## src/rv_isa_pkg.sv

```systemverilog
/* RV32I instruction-set constants, opcode-group codes from bits 6 to 2
   and the opcode-class enum used between the decode stages */

package rv_isa_pkg;

    // ------------------------------------------------------------------------
    // Word and field widths
    // ------------------------------------------------------------------------
    localparam int unsigned XLEN       = 32;
    localparam int unsigned REG_ADDR_W = 5;

    // ------------------------------------------------------------------------
    // Opcode groups, instruction bits 6 to 2
    // ------------------------------------------------------------------------
    localparam logic [4:0] OPCODE_G_LOAD   = 5'b00000;
    localparam logic [4:0] OPCODE_G_OP_IMM = 5'b00100;
    localparam logic [4:0] OPCODE_G_AUIPC  = 5'b00101;
    localparam logic [4:0] OPCODE_G_STORE  = 5'b01000;
    localparam logic [4:0] OPCODE_G_OP     = 5'b01100;
    localparam logic [4:0] OPCODE_G_LUI    = 5'b01101;
    localparam logic [4:0] OPCODE_G_BRANCH = 5'b11000;
    localparam logic [4:0] OPCODE_G_JALR   = 5'b11001;
    localparam logic [4:0] OPCODE_G_JAL    = 5'b11011;

    // CLASS_NONE is zero so a cleared stage register reads as no operation
    typedef enum logic [3:0] {
        CLASS_NONE   = 4'd0,
        CLASS_OP_IMM = 4'd1,
        CLASS_LUI    = 4'd2,
        CLASS_AUIPC  = 4'd3,
        CLASS_OP     = 4'd4,
        CLASS_JAL    = 4'd5,
        CLASS_JALR   = 4'd6,
        CLASS_BRANCH = 4'd7,
        CLASS_LOAD   = 4'd8,
        CLASS_STORE  = 4'd9
    } opcode_class_e;

endpackage
```

## src/rv_ctrl_pkg.sv

```systemverilog
/* Control-select encodings, default ALU operation codes and the
   payload structs carried by the two decode stages */

package rv_ctrl_pkg;

    localparam int unsigned FUNCT3_W = 3;

    // ------------------------------------------------------------------------
    // Select encodings
    // ------------------------------------------------------------------------
    typedef enum logic [1:0] {
        PC_WR_NEXT = 2'd0,
        PC_WR_ALU  = 2'd1,
        PC_WR_JALR = 2'd2,
        PC_WR_COND = 2'd3    // Taken or not is resolved in execute
    } pc_wr_sel_e;

    typedef enum logic [1:0] {
        RD_WR_ALU      = 2'd0,
        RD_WR_DRAM     = 2'd1,
        RD_WR_PC_INC_4 = 2'd2
    } rd_wr_sel_e;

    typedef enum logic [1:0] {
        ALU_A_ZERO = 2'd0,
        ALU_A_RS1  = 2'd1,
        ALU_A_PC   = 2'd2
    } alu_a_sel_e;

    typedef enum logic [1:0] {
        ALU_B_ZERO = 2'd0,
        ALU_B_RS2  = 2'd1,
        ALU_B_IMM  = 2'd2
    } alu_b_sel_e;

    localparam logic                ALU_OP_0_ADD_SRL = 1'b0;
    localparam logic [FUNCT3_W-1:0] ALU_OP_1_ADD     = 3'b000;

    // ------------------------------------------------------------------------
    // Stage payloads
    // ------------------------------------------------------------------------
    typedef struct packed {
        rv_isa_pkg::opcode_class_e               op_class;
        logic [rv_isa_pkg::REG_ADDR_W-1:0]       rd;
        logic [rv_isa_pkg::REG_ADDR_W-1:0]       rs1;
        logic [rv_isa_pkg::REG_ADDR_W-1:0]       rs2;
        logic [FUNCT3_W-1:0]                     funct3;
        logic                                    bit30;
        logic [rv_isa_pkg::XLEN-1:0]             imm;
    } imm_stage_t;

    typedef struct packed {
        logic                                    pc_wr_en;
        pc_wr_sel_e                              pc_wr_sel;
        logic                                    rd_wr_en;
        rd_wr_sel_e                              rd_wr_sel;
        logic [rv_isa_pkg::REG_ADDR_W-1:0]       rd_wr_addr;
        logic [rv_isa_pkg::REG_ADDR_W-1:0]       rs1_rd_addr;
        logic [rv_isa_pkg::REG_ADDR_W-1:0]       rs2_rd_addr;
        alu_a_sel_e                              alu_a_sel;
        alu_b_sel_e                              alu_b_sel;
        logic [FUNCT3_W-1:0]                     alu_comp_sel;
        logic                                    alu_op_0_sel;
        logic [FUNCT3_W-1:0]                     alu_op_1_sel;
        logic                                    dram_wr_en;
        logic [FUNCT3_W-1:0]                     dram_wr_sel;
        logic [FUNCT3_W-1:0]                     dram_rd_sel;
        logic [rv_isa_pkg::XLEN-1:0]             imm;
    } ctrl_word_t;

endpackage

```

## src/rv_decoder.sv

```systemverilog
/* Top of the two-stage RV32I decoder: immediate stage, then control stage */

module rv_decoder (
    input  logic                                   clk_i,
    input  logic                                   rst_n_i,

    input  logic                                   inst_valid_i,
    output logic                                   inst_ready_o,
    input  logic [rv_isa_pkg::XLEN-1:0]            inst_data_i,

    input  logic                                   dec_ready_i,
    output logic                                   dec_valid_o,

    output logic                                   pc_wr_en_o,
    output logic [1:0]                             pc_wr_sel_o,

    output logic                                   rd_wr_en_o,
    output logic [1:0]                             rd_wr_sel_o,
    output logic [rv_isa_pkg::REG_ADDR_W-1:0]      rd_wr_addr_o,

    output logic [rv_isa_pkg::REG_ADDR_W-1:0]      rs1_rd_addr_o,
    output logic [rv_isa_pkg::REG_ADDR_W-1:0]      rs2_rd_addr_o,

    output logic [1:0]                             alu_a_sel_o,
    output logic [1:0]                             alu_b_sel_o,
    output logic [rv_ctrl_pkg::FUNCT3_W-1:0]       alu_comp_sel_o,
    output logic                                   alu_op_0_sel_o,
    output logic [rv_ctrl_pkg::FUNCT3_W-1:0]       alu_op_1_sel_o,

    output logic                                   dram_wr_en_o,
    output logic [rv_ctrl_pkg::FUNCT3_W-1:0]       dram_wr_sel_o,
    output logic [rv_ctrl_pkg::FUNCT3_W-1:0]       dram_rd_sel_o,

    output logic [rv_isa_pkg::XLEN-1:0]            imm_rd_data_o
);

logic                    s1_valid;
logic                    s1_ready;
rv_ctrl_pkg::imm_stage_t s1_payload;

imm_gen_stage u_imm_gen_stage (
    .clk_i        (clk_i),
    .rst_n_i      (rst_n_i),
    .inst_valid_i (inst_valid_i),
    .inst_ready_o (inst_ready_o),
    .inst_data_i  (inst_data_i),
    .s1_valid_o   (s1_valid),
    .s1_ready_i   (s1_ready),
    .s1_data_o    (s1_payload)
);

ctrl_decode_stage u_ctrl_decode_stage (
    .clk_i          (clk_i),
    .rst_n_i        (rst_n_i),
    .s1_valid_i     (s1_valid),
    .s1_ready_o     (s1_ready),
    .s1_data_i      (s1_payload),
    .dec_valid_o    (dec_valid_o),
    .dec_ready_i    (dec_ready_i),
    .pc_wr_en_o     (pc_wr_en_o),
    .pc_wr_sel_o    (pc_wr_sel_o),
    .rd_wr_en_o     (rd_wr_en_o),
    .rd_wr_sel_o    (rd_wr_sel_o),
    .rd_wr_addr_o   (rd_wr_addr_o),
    .rs1_rd_addr_o  (rs1_rd_addr_o),
    .rs2_rd_addr_o  (rs2_rd_addr_o),
    .alu_a_sel_o    (alu_a_sel_o),
    .alu_b_sel_o    (alu_b_sel_o),
    .alu_comp_sel_o (alu_comp_sel_o),
    .alu_op_0_sel_o (alu_op_0_sel_o),
    .alu_op_1_sel_o (alu_op_1_sel_o),
    .dram_wr_en_o   (dram_wr_en_o),
    .dram_wr_sel_o  (dram_wr_sel_o),
    .dram_rd_sel_o  (dram_rd_sel_o),
    .imm_rd_data_o  (imm_rd_data_o)
);

endmodule

```

## src/ctrl_decode_stage.sv

```systemverilog
/* Stage 2: control-word decode from the opcode class and funct fields,
   followed by the output register */

module ctrl_decode_stage (
    input  logic                                   clk_i,
    input  logic                                   rst_n_i,

    input  logic                                   s1_valid_i,
    output logic                                   s1_ready_o,
    input  rv_ctrl_pkg::imm_stage_t                s1_data_i,

    output logic                                   dec_valid_o,
    input  logic                                   dec_ready_i,

    output logic                                   pc_wr_en_o,
    output logic [1:0]                             pc_wr_sel_o,

    output logic                                   rd_wr_en_o,
    output logic [1:0]                             rd_wr_sel_o,
    output logic [rv_isa_pkg::REG_ADDR_W-1:0]      rd_wr_addr_o,

    output logic [rv_isa_pkg::REG_ADDR_W-1:0]      rs1_rd_addr_o,
    output logic [rv_isa_pkg::REG_ADDR_W-1:0]      rs2_rd_addr_o,

    output logic [1:0]                             alu_a_sel_o,
    output logic [1:0]                             alu_b_sel_o,
    output logic [rv_ctrl_pkg::FUNCT3_W-1:0]       alu_comp_sel_o,
    output logic                                   alu_op_0_sel_o,
    output logic [rv_ctrl_pkg::FUNCT3_W-1:0]       alu_op_1_sel_o,

    output logic                                   dram_wr_en_o,
    output logic [rv_ctrl_pkg::FUNCT3_W-1:0]       dram_wr_sel_o,
    output logic [rv_ctrl_pkg::FUNCT3_W-1:0]       dram_rd_sel_o,

    output logic [rv_isa_pkg::XLEN-1:0]            imm_rd_data_o
);

rv_ctrl_pkg::ctrl_word_t ctrl_next;
rv_ctrl_pkg::ctrl_word_t ctrl_q;

// ----------------------------------------------------------------------------
// Control table, starting from the no-operation word
// ----------------------------------------------------------------------------
always_comb begin
    ctrl_next.pc_wr_en     = 1'b1;
    ctrl_next.pc_wr_sel    = rv_ctrl_pkg::PC_WR_NEXT;
    ctrl_next.rd_wr_en     = 1'b1;
    ctrl_next.rd_wr_sel    = rv_ctrl_pkg::RD_WR_ALU;
    ctrl_next.alu_a_sel    = rv_ctrl_pkg::ALU_A_RS1;
    ctrl_next.alu_b_sel    = rv_ctrl_pkg::ALU_B_IMM;
    ctrl_next.alu_op_0_sel = rv_ctrl_pkg::ALU_OP_0_ADD_SRL;
    ctrl_next.alu_op_1_sel = rv_ctrl_pkg::ALU_OP_1_ADD;
    ctrl_next.dram_wr_en   = 1'b0;

    case (s1_data_i.op_class)
        rv_isa_pkg::CLASS_OP_IMM: begin
            // SRAI only; ADDI with bit 30 set must stay an add
            ctrl_next.alu_op_0_sel = s1_data_i.bit30 & |s1_data_i.funct3;
            ctrl_next.alu_op_1_sel = s1_data_i.funct3;
        end
        rv_isa_pkg::CLASS_LUI: begin
            ctrl_next.alu_a_sel = rv_ctrl_pkg::ALU_A_ZERO;
        end
        rv_isa_pkg::CLASS_AUIPC: begin
            ctrl_next.alu_a_sel = rv_ctrl_pkg::ALU_A_PC;
        end
        rv_isa_pkg::CLASS_OP: begin
            ctrl_next.alu_b_sel    = rv_ctrl_pkg::ALU_B_RS2;
            ctrl_next.alu_op_0_sel = s1_data_i.bit30;
            ctrl_next.alu_op_1_sel = s1_data_i.funct3;
        end
        rv_isa_pkg::CLASS_JAL: begin
            ctrl_next.pc_wr_sel = rv_ctrl_pkg::PC_WR_ALU;
            ctrl_next.rd_wr_sel = rv_ctrl_pkg::RD_WR_PC_INC_4;
            ctrl_next.alu_a_sel = rv_ctrl_pkg::ALU_A_PC;
        end
        rv_isa_pkg::CLASS_JALR: begin
            ctrl_next.pc_wr_sel = rv_ctrl_pkg::PC_WR_JALR;
            ctrl_next.rd_wr_sel = rv_ctrl_pkg::RD_WR_PC_INC_4;
        end
        rv_isa_pkg::CLASS_BRANCH: begin
            ctrl_next.pc_wr_sel = rv_ctrl_pkg::PC_WR_COND;
            ctrl_next.rd_wr_en  = 1'b0;
            ctrl_next.alu_a_sel = rv_ctrl_pkg::ALU_A_PC;
        end
        rv_isa_pkg::CLASS_LOAD: begin
            ctrl_next.pc_wr_en  = 1'b0;    // PC waits for the load data
            ctrl_next.rd_wr_sel = rv_ctrl_pkg::RD_WR_DRAM;
        end
        rv_isa_pkg::CLASS_STORE: begin
            ctrl_next.rd_wr_en   = 1'b0;
            ctrl_next.dram_wr_en = 1'b1;
        end
        default: begin
            ctrl_next.rd_wr_en  = 1'b0;
            ctrl_next.alu_a_sel = rv_ctrl_pkg::ALU_A_ZERO;
            ctrl_next.alu_b_sel = rv_ctrl_pkg::ALU_B_ZERO;
        end
    endcase

    ctrl_next.rd_wr_addr   = s1_data_i.rd;
    ctrl_next.rs1_rd_addr  = s1_data_i.rs1;
    ctrl_next.rs2_rd_addr  = s1_data_i.rs2;
    ctrl_next.alu_comp_sel = s1_data_i.funct3;
    ctrl_next.dram_wr_sel  = s1_data_i.funct3;
    ctrl_next.dram_rd_sel  = s1_data_i.funct3;
    ctrl_next.imm          = s1_data_i.imm;
end

pipe_stage_reg #(
    .payload_t (rv_ctrl_pkg::ctrl_word_t)
) u_stage_reg (
    .clk_i   (clk_i),
    .rst_n_i (rst_n_i),
    .valid_i (s1_valid_i),
    .ready_o (s1_ready_o),
    .data_i  (ctrl_next),
    .valid_o (dec_valid_o),
    .ready_i (dec_ready_i),
    .data_o  (ctrl_q)
);

assign pc_wr_en_o     = ctrl_q.pc_wr_en;
assign pc_wr_sel_o    = ctrl_q.pc_wr_sel;
assign rd_wr_en_o     = ctrl_q.rd_wr_en;
assign rd_wr_sel_o    = ctrl_q.rd_wr_sel;
assign rd_wr_addr_o   = ctrl_q.rd_wr_addr;
assign rs1_rd_addr_o  = ctrl_q.rs1_rd_addr;
assign rs2_rd_addr_o  = ctrl_q.rs2_rd_addr;
assign alu_a_sel_o    = ctrl_q.alu_a_sel;
assign alu_b_sel_o    = ctrl_q.alu_b_sel;
assign alu_comp_sel_o = ctrl_q.alu_comp_sel;
assign alu_op_0_sel_o = ctrl_q.alu_op_0_sel;
assign alu_op_1_sel_o = ctrl_q.alu_op_1_sel;
assign dram_wr_en_o   = ctrl_q.dram_wr_en;
assign dram_wr_sel_o  = ctrl_q.dram_wr_sel;
assign dram_rd_sel_o  = ctrl_q.dram_rd_sel;
assign imm_rd_data_o  = ctrl_q.imm;

// A store never writes back, whatever class stage 1 produced
assert property (@(posedge clk_i) disable iff (!rst_n_i)
    dec_valid_o |-> !(dram_wr_en_o && rd_wr_en_o))
    else $error("ctrl_decode_stage: memory write and register write both set");

endmodule

```

## src/imm_gen_stage.sv

```systemverilog
/* Stage 1: opcode classification, register field extraction and
   immediate generation, followed by the stage register */

module imm_gen_stage (
    input  logic                            clk_i,
    input  logic                            rst_n_i,

    input  logic                            inst_valid_i,
    output logic                            inst_ready_o,
    input  logic [rv_isa_pkg::XLEN-1:0]     inst_data_i,

    output logic                            s1_valid_o,
    input  logic                            s1_ready_i,
    output rv_ctrl_pkg::imm_stage_t         s1_data_o
);

logic [4:0] opcode_g;

logic [11:0] imm_i;
logic [11:0] imm_s;
logic [11:0] imm_b;
logic [19:0] imm_u;
logic [19:0] imm_j;

rv_isa_pkg::opcode_class_e op_class;
rv_ctrl_pkg::imm_stage_t   s1_next;

assign opcode_g = inst_data_i[6:2];

assign imm_i = inst_data_i[31:20];
assign imm_s = {inst_data_i[31:25], inst_data_i[11:7]};
assign imm_b = {inst_data_i[31], inst_data_i[7], inst_data_i[30:25], inst_data_i[11:8]};
assign imm_u = inst_data_i[31:12];
assign imm_j = {inst_data_i[31], inst_data_i[19:12], inst_data_i[20], inst_data_i[30:21]};

always_comb begin
    op_class = rv_isa_pkg::CLASS_NONE;

    // Words without both low bits set are not 32-bit instructions
    if (&inst_data_i[1:0]) begin
        case (opcode_g)
            rv_isa_pkg::OPCODE_G_OP_IMM: op_class = rv_isa_pkg::CLASS_OP_IMM;
            rv_isa_pkg::OPCODE_G_LUI:    op_class = rv_isa_pkg::CLASS_LUI;
            rv_isa_pkg::OPCODE_G_AUIPC:  op_class = rv_isa_pkg::CLASS_AUIPC;
            rv_isa_pkg::OPCODE_G_OP:     op_class = rv_isa_pkg::CLASS_OP;
            rv_isa_pkg::OPCODE_G_JAL:    op_class = rv_isa_pkg::CLASS_JAL;
            rv_isa_pkg::OPCODE_G_JALR:   op_class = rv_isa_pkg::CLASS_JALR;
            rv_isa_pkg::OPCODE_G_BRANCH: op_class = rv_isa_pkg::CLASS_BRANCH;
            rv_isa_pkg::OPCODE_G_LOAD:   op_class = rv_isa_pkg::CLASS_LOAD;
            rv_isa_pkg::OPCODE_G_STORE:  op_class = rv_isa_pkg::CLASS_STORE;
            default:                     op_class = rv_isa_pkg::CLASS_NONE;
        endcase
    end
end

always_comb begin
    s1_next.op_class = op_class;
    s1_next.rd       = inst_data_i[11:7];
    s1_next.rs1      = inst_data_i[19:15];
    s1_next.rs2      = inst_data_i[24:20];
    s1_next.funct3   = inst_data_i[14:12];
    s1_next.bit30    = inst_data_i[30];    // Selects SUB and SRA in stage 2

    case (op_class)
        rv_isa_pkg::CLASS_OP_IMM,
        rv_isa_pkg::CLASS_JALR,
        rv_isa_pkg::CLASS_LOAD:   s1_next.imm = {{20{imm_i[11]}}, imm_i};
        rv_isa_pkg::CLASS_STORE:  s1_next.imm = {{20{imm_s[11]}}, imm_s};
        rv_isa_pkg::CLASS_BRANCH: s1_next.imm = {{19{imm_b[11]}}, imm_b, 1'b0};
        rv_isa_pkg::CLASS_LUI,
        rv_isa_pkg::CLASS_AUIPC:  s1_next.imm = {imm_u, 12'h000};
        rv_isa_pkg::CLASS_JAL:    s1_next.imm = {{11{imm_j[19]}}, imm_j, 1'b0};
        default:                  s1_next.imm = '0;
    endcase
end

pipe_stage_reg #(
    .payload_t (rv_ctrl_pkg::imm_stage_t)
) u_stage_reg (
    .clk_i   (clk_i),
    .rst_n_i (rst_n_i),
    .valid_i (inst_valid_i),
    .ready_o (inst_ready_o),
    .data_i  (s1_next),
    .valid_o (s1_valid_o),
    .ready_i (s1_ready_i),
    .data_o  (s1_data_o)
);

endmodule

```

## src/pipe_stage_reg.sv

```systemverilog
/* One-entry valid/ready pipeline register for any packed payload type */

module pipe_stage_reg #(
    parameter type payload_t = logic
) (
    input  logic     clk_i,
    input  logic     rst_n_i,

    input  logic     valid_i,
    output logic     ready_o,
    input  payload_t data_i,

    output logic     valid_o,
    input  logic     ready_i,
    output payload_t data_o
);

logic     valid_q;
payload_t data_q;

// Empty slot, or the held word leaves on this same edge
assign ready_o = ~valid_q | ready_i;

assign valid_o = valid_q;
assign data_o  = data_q;

always_ff @(posedge clk_i or negedge rst_n_i) begin
    if (!rst_n_i) begin
        valid_q <= 1'b0;
        data_q  <= '0;    // Cleared word reads as no operation downstream
    end else begin
        if (ready_o) begin
            valid_q <= valid_i;
        end

        if (valid_i && ready_o) begin
            data_q <= data_i;
        end
    end
end

// ----------------------------------------------------------------------------
// A stalled word must stay put until the consumer takes it
// ----------------------------------------------------------------------------
assert property (@(posedge clk_i) disable iff (!rst_n_i)
    (valid_o && !ready_i) |=> (valid_o && $stable(data_o)))
    else $error("pipe_stage_reg: held word dropped or changed under stall");

endmodule

```

## config.mk

```make
export PLATFORM = sky130hd
export DESIGN_NAME = rv_decoder
export DESIGN_NICKNAME = d
export VERILOG_FILES = /design/src/rv_isa_pkg.sv /design/src/rv_ctrl_pkg.sv /design/src/rv_decoder.sv /design/src/ctrl_decode_stage.sv /design/src/imm_gen_stage.sv /design/src/pipe_stage_reg.sv
export SDC_FILE = /design/constraint.sdc
export NUM_CORES = 1
export LEC_CHECK = 0
export BUFFER_PORTS_ARGS = -buffer_cell sky130_fd_sc_hd__buf_2
export CORE_MARGIN = 8
export CORE_UTILIZATION = 54
export DETAILED_ROUTE_END_ITERATION = 7
export PLACE_DENSITY_LB_ADDON = 0.1
export SYNTH_ARGS = -nofsm -noshare
export SYNTH_HDL_FRONTEND = slang
export SYNTH_SLANG_ARGS = --single-unit
```

## constraint.sdc

```tcl
create_clock -name clk_i -period 2.1 [get_ports clk_i]
set_clock_uncertainty 0.15 [all_clocks]
set_input_delay 0.105 -clock clk_i [delete_from_list [all_inputs] [get_ports clk_i]]
set_output_delay 0.105 -clock clk_i [all_outputs]
set_load 0.01 [all_outputs]
```

==> impl_metrics.csv, run 1 <==
group,metric,value,unit
status,status,"completed",
sta,period_share,0.9515,
synth,syn_area,0.005050,sq mm
placement,gp_congestion,0.9317,
sta,rsz0062_at_grt,"false",
cts,h-tree-depth,4,
synth,netlist.area_leader.share,0.6046,
layout,fin_cells,775,
cts,cts_tree,"yes",
cts,clkTransAtPathRegs,60,ps
floorplan,die_x,112.7,microns
critical_path,crit_family,"compound AO/OA/AOI/OAI gates",
sta,setup_viol,0,
drt,antenna_left,0,
placement,place_area,0.005742,sq mm
floorplan,row_count,35,
cts,insertion_delay,510,ps
power_and_ir_drop,finalPower,6.297,mW
layout,area_growth,32.06,%
critical_path,cp_slowest_stage_delay,530,ps
floorplan,ios,109,
sta,period_minus_slack,1998,ps
synth,yosysSeqAreaShare,0.6046,
placement,dp_hpwl,8734,microns
cts,numCtsBuffers,17,
synth,yosysTopAreaCell,"dfrtp_1",
layout,final_util,0.7286,
layout,fin_nets,690,
layout,fin_area,0.006669,sq mm
cts,cts.sinks,122,
run,cap_violations,0,
power_and_ir_drop,p_leak,3.617,nW
sta,slew_viol_final,0,
synth,syn_area_per_cell,9.844,sq um
floorplan,core,0.009153,sq mm
cts,cts.path.max_buffers,2,
drt,drc_errors,0,
drt,drtIter0Drc,244,
synth,syn_inst,513,
drt,viasPerCell,5.454,
drt,wl_per_cell,16.90,microns
worst_hold_path,holdCritPathClass,"in2reg",
drt,vias,4227,
global_route,antenna_found_initial,0,
layout,filler_cell_count,677,
sta,tightest_slew,504.5,ps
global_route,grt_pass1_vias,4280,
critical_path,crit_slowest_cell,"dlygate4sd3_1",
layout,drive_gt1_frac,0.2560,
power_and_ir_drop,p_per_area,944.3,mW/mm^2
critical_path,path_buf_inv,3,
sta,maxSlewHeadroom,0.6636,
layout,antenna-diode-count,0,
critical_path,cp_cell_sequence,"dlygate4sd3_1 -> buf_2 -> and4bb_2 -> o21ai_0 -> buf_4 -> nand4_1 -> a21oi_2 -> a221o_1",
power_and_ir_drop,peakVddDrop,605.0,uV
synth,synth-edff-count,0,
cts,clock-root-buffer,"clkbuf_8",
synth,ys_types,52,
synth,ys_top_cells_by_count,"230 x nand2_1, 122 x dfrtp_1, 23 x a221o_1, 19 x clkbuf_1, 10 x o21ai_0",
global_route,grt_pass1_wl,21470,microns
drt,dr.pass1.iters,5,
synth,synth_seq_cells,122,
placement,post-place-cells,710,
critical_path,critPathKind,"in2reg",
synth,synthTopCellsByArea,"dfrtp_1 60%, nand2_1 17%, a221o_1 4.6%",
floorplan,die_h,112.7,microns
critical_path,start_kind,"primary input",
floorplan,dieArea,0.01270,sq mm
synth,synth-main-ff-cell,"dfrtp_1",
critical_path,cp-end-kind,"flop",
critical_path,worst-endpoint-required,2390,ps
floorplan,initial_core_util,0.5517,
synth,synthesis.nets,552,
synth,async_flop_share,1.000,
global_route,grt_max_degree,49,
placement,portBuffers,108,
global_route,grt_usage,0.2107,
synth,synth_most_common_cell,"nand2_1",
global_route,overflow,0,
sta,hold_viol_final,0,
drt,wirelength,13100,microns
sta,fmax,500.5,MHz
critical_path,critPathMaxFanout,8,
synth,ys.warnings.count,0,
sta,hold_ws,74.59,ps
critical_path,worstPathArrival,2290,ps
## placed cells by master, fill, tap and decap left out, drive strengths merged, types with 2 or more instances in the layout
| master | instances |
|---|---|
| nand2b | 4 |
| inv | 6 |
| clkinv | 6 |
| nand3 | 2 |
| nand2 | 230 |
| and2 | 6 |
| a221o | 23 |
| a21oi | 6 |
| nor4b | 2 |
| dlygate4sd3 | 32 |
| nor3 | 5 |
| a31o | 2 |
| o41ai | 4 |
| dfrtp | 122 |
| a21o | 4 |
| and3b | 3 |
| nor2 | 7 |
| o21a | 2 |
| o211ai | 3 |
| a22o | 6 |
| buf | 122 |
| nand4 | 2 |
| ha | 3 |
| and3 | 3 |
| clkbuf | 20 |
| bufinv | 3 |
| clkinvlp | 2 |
| o21ai | 10 |
| o311ai | 2 |
| o31ai | 4 |
## state kept, by name (all words and copies together), names as in the netlist
| register | flops |
|---|---|
| u_ctrl_decode_stage.u_stage_reg.data_o | 65 |
| u_imm_gen_stage.u_stage_reg.valid_o | 1 |
| u_ctrl_decode_stage.u_stage_reg.valid_o | 1 |
| u_imm_gen_stage.u_stage_reg.data_o | 55 |
## worst register-to-register path, stage by stage, from the launching register on
cell      delay, ps
dfrtp_1         400
nand3b_1        120
buf_4           150
nand2_2         120
buf_4           240
a21oi_1         430
a22o_1          210
## timing repair
item | 4_1_cts | 5_1_grt
hold buffers | 33 | 0
hold endpoints to repair | 178 | 0
resized for setup | 0 | 1
endpoints found under the setup margin | 0 | 11
setup buffers | 0 | 0
## through the flow
| step | TNS (ps) | setup WS, ps |
|---|---|---|
| after floorplan | 0 | 274.9 |
| after global placement | -600.3 | -56.13 |
| after detailed placement | -1894 | -165.0 |
| after CTS | 0 | 21.48 |
| after global routing | 0 | 18.98 |
| final | 0 | 101.9 |
## where the power goes
part	internal, mW	switching, mW
logic	0.314	0.463
registers	2.55	0.123
clock network	1.83	1.02
## metal layers
layer  vias up  GRT usage  routed length (microns)
met5         -          0                        0
met4         0    0.06475                      121
met3        11    0.05485                      625
met2       111     0.3376                     6448
met1      2106     0.2751                     5900
li1       1999          -                        -
## cell type report
cell class,count,area [sq um],area share
Clock buffer,20,435.4,0.06529
Clock inverter,12,147.6,0.02214
Inverter,5,18.77,0.002814
Multi-Input combinational cell,351,1832,0.2747
Sequential cell,122,3053,0.4578
Tap cell,111,138.9,0.02083
Timing Repair Buffer,154,1044,0.1565
## kinds of logic after synthesis
kind of cell	count (synthesis)	synth area share
AO/OA/AOI/OAI	71	0.1197
flip-flops	122	0.6046
adder cells (fa/ha/maj)	3	0.007434
XOR/XNOR	2	0.003469
AND/OR/NAND/NOR	274	0.2280
multiplexers	1	0.002230
buffers and inverters	40	0.03469
## worst paths after layout
| check | start | to | slack, ps | cells past startpoint |
|---|---|---|---|---|
| max | inst_data_i[5] | u_imm_gen_stage.u_stage_reg.data_o[15]$_DFFE_PN0P_ | 100 | 8 |
| min | inst_data_i[1] | u_imm_gen_stage.u_stage_reg.data_o[11]$_DFFE_PN0P_ | 70 | 5 |
| max reg2reg | u_imm_gen_stage.u_stage_reg.valid_o$_DFFE_PN0N_ | u_imm_gen_stage.u_stage_reg.data_o[6]$_DFFE_PN0P_ | 190 | 6 |
| min reg2reg | u_imm_gen_stage.u_stage_reg.data_o[44]$_DFFE_PN0P_ | u_ctrl_decode_stage.u_stage_reg.data_o[58]$_DFFE_PN0P_ | 310 | 2 |
| max in group asynchronous | rst_n_i | u_imm_gen_stage.u_stage_reg.data_o[1]$_DFFE_PN0P_ | 1000 | 4 |
| min in group asynchronous | rst_n_i | u_ctrl_decode_stage.u_stage_reg.data_o[59]$_DFFE_PN0P_ | 550 | 4 |
Power figures use the tool's default switching activity.
==> run 2: changes to the inputs <==
Settings changed: CORE_UTILIZATION 54 to 56, SYNTH_HIERARCHICAL set to 1.
==> run 2 against run 1 <==
  * Synthesized cell count shrank 24%
  * Setup slack gained 270 ps
  * Worst hold slack lost 63 ps
  * Sequential share of layout area shrank 4.1 points
  * Via count shrank 14%
  * Count of clock-buffer cells in the layout grew 4
  * Critical path type is now reg2reg
==> impl_metrics.csv, run 2 <==
group,metric,value,unit
cts,numCtsBuffers,17,
synth,synthesis.nets,427,
floorplan,initial_core_util,0.5666,
synth,syn_inst,388,
synth,ys_types,46,
drt,viasPerCell,5.245,
critical_path,critPathMaxFanout,6,
synth,ys_top_cells_by_count,"128 x dfrtp_1, 121 x mux2_4, 15 x nand2_1, 14 x buf_6, 13 x a21o_1",
layout,multiInputGateArea,0.002688,sq mm
sta,rsz0062_at_grt,"false",
cts,clkTransAtPathRegs,60,ps
synth,synth_most_common_cell,"dfrtp_1",
synth,synth-main-ff-cell,"dfrtp_1",
sta,maxSlewHeadroom,0.7275,
sta,tightest_slew,405.7,ps
critical_path,worst-endpoint-required,2350,ps
cts,cts_resized,0,
drt,wl_per_cell,18.61,microns
synth,yosysTopAreaCell,"dfrtp_1",
cts,h-tree-depth,4,
synth,async_flop_share,1.000,
drt,vias,3645,
drt,wirelength,12930,microns
synth,syn_area,0.006088,sq mm
cts,insertion_delay,520,ps
layout,antenna-diode-count,0,
global_route,grt_max_degree,77,
floorplan,die_h,120.3,microns
cts,cts.sinks,128,
layout,fin_nets,583,
layout,area_growth,26.16,%
global_route,grt_usage,0.1864,
critical_path,cp-end-kind,"flop",
layout,drive_gt1_frac,0.5333,
sta,period_minus_slack,1724,ps
synth,synthTopCellsByArea,"dfrtp_1 53%, mux2_4 30%, buf_6 2.6%",
floorplan,row_count,38,
critical_path,worstPathArrival,1970,ps
run,cap_violations,0,
placement,portBuffers,108,
layout,filler_cell_count,752,
synth,yosysSeqAreaShare,0.5261,
cts,post_cts_buffers,0,
critical_path,ff2ff_setup_slack,380,ps
sta,setup_viol,0,
cts,cts_tree,"yes",
layout,most-common-layout-cells,"128 x dfrtp_1, 121 x mux2_4, 107 x buf_2, 30 x dlygate4sd3_1, 16 x clkbuf_16",
sta,fmax,580.0,MHz
layout,largest_register_ff_count,71,
sta,slew_viol_final,0,
cts,cts.path.max_buffers,2,
floorplan,die_x,120.3,microns
global_route,grt_pass1_vias,3974,
synth,ys.warnings.count,6,
critical_path,r2r-start,"u_imm_gen_stage/u_stage_reg/data_o[35]$_DFFE_PN0P_",
placement,place_area,0.006843,sq mm
critical_path,start_kind,"flop",
critical_path,startpoint,"u_imm_gen_stage/u_stage_reg/data_o[35]$_DFFE_PN0P_",
synth,syn_area_per_cell,15.69,sq um
drt,drc_errors,0,
power_and_ir_drop,p_leak,4.099,nW
layout,regArea,0.003203,sq mm
drt,drtIter0Drc,257,
global_route,grt_pass1_wl,21050,microns
sta,tns,0,ps
synth,netlist.area_leader.share,0.5261,
critical_path,critPathKind,"reg2reg",
cts,clock-root-buffer,"clkbuf_8",
status,status,"completed",
layout,fin_area,0.007681,sq mm
synth,synth-edff-count,0,
layout,final_common_cell,"dfrtp_1",
sta,period_share,0.8210,
power_and_ir_drop,p_per_area,874.5,mW/mm^2
sta,hold_viol_final,0,
power_and_ir_drop,peakVddDrop,461.0,uV
global_route,antenna_found_initial,0,
worst_hold_path,holdCritPathClass,"in2async",
global_route,overflow,0,
drt,dr.pass1.iters,4,
synth,synth_seq_cells,128,
drt,antenna_left,0,
floorplan,core,0.01075,sq mm
floorplan,dieArea,0.01446,sq mm
placement,gp_congestion,0.8348,
floorplan,ios,109,
placement,dp_hpwl,8781,microns
==> run 2: per-layer routing <==
metal	up-vias	GRT usage	part of all wire
li1	1691	-	-
met5	-	0	0
met3	18	0.05641	0.055
met1	1852	0.2368	0.45
met4	0	0.07338	0.017
met2	84	0.2941	0.48
==> run 2: final timing paths <==
kind,to,cells past startpoint
setup / recovery,u_ctrl_decode_stage/u_stage_reg/data_o[42]$_DFFE_PN0P_,3
min in group clk_i,u_imm_gen_stage/u_stage_reg/data_o[52]$_DFFE_PN0P_,4
max in group asynchronous,u_ctrl_decode_stage/u_stage_reg/data_o[10]$_DFFE_PN0P_,4
hold reg to reg,u_ctrl_decode_stage/u_stage_reg/data_o[12]$_DFFE_PN0P_,1
hold / removal,u_ctrl_decode_stage/u_stage_reg/data_o[67]$_DFFE_PN0P_,3
setup reg to reg,u_ctrl_decode_stage/u_stage_reg/data_o[42]$_DFFE_PN0P_,3
==> run 2: repair_timing <==
| action | 4_1_cts | 5_1_grt |
|---|---|---|
| endpoints found under the hold margin | 184 | 0 |
| hold buffers | 30 | 0 |
| setup endpoints to repair | 0 | 0 |
==> run 2: final cells by class <==
class	count	share of cell area
flip-flops and latches	128	0.4170
multi-input cells	238	0.3499
repair buffers	156	0.1388
clock buffers	24	0.06255
well taps	140	0.02281
clock inverters	6	0.007493
inverters	3	0.001466
==> run 2: stage by stage <==
| stage | power [mW] | hold WS [ps] | util | std cells | setup WS [ps] |
|---|---|---|---|---|---|
| floorplan | 3.633 | -340.6 | - | 388 | 228.3 |
| global placement | 4.022 | -19.58 | 0.6368 | 635 | 50.43 |
| detailed placement | 4.053 | -19.25 | 0.6368 | 635 | 24.24 |
| CTS | 6.785 | 2.251 | 0.7148 | 695 | 374.8 |
| global route | 7.003 | 58.11 | 0.7148 | 695 | 328.2 |
| finish | 6.717 | 11.76 | 0.7148 | 695 | 375.9 |
==> run 2: logic make-up (layout without fill, tap and decap cells) <==
group	Yosys count	in the layout	synth area share
multiplexers	129	129	0.3132
flip-flops	128	128	0.5261
AND/OR/NAND/NOR	65	65	0.06679
buffers and inverters	22	189	0.03247
AO/OA/AOI/OAI	39	39	0.05241
XOR/XNOR	2	2	0.002878
adder cells (fa/ha/maj)	3	3	0.006166
==> run 2: where the power goes <==
part | switching, mW | internal, mW | total [mW]
combinational | 0.502 | 0.656 | 1.16
sequential | 0.166 | 2.72 | 2.89
clock | 0.996 | 1.67 | 2.67
==> run 2: worst max-delay path, stage by stage (launching register included) <==
cell and delay [ps]:
dfrtp_1 470, or4_1 530, and3_1 190, mux2_4 260
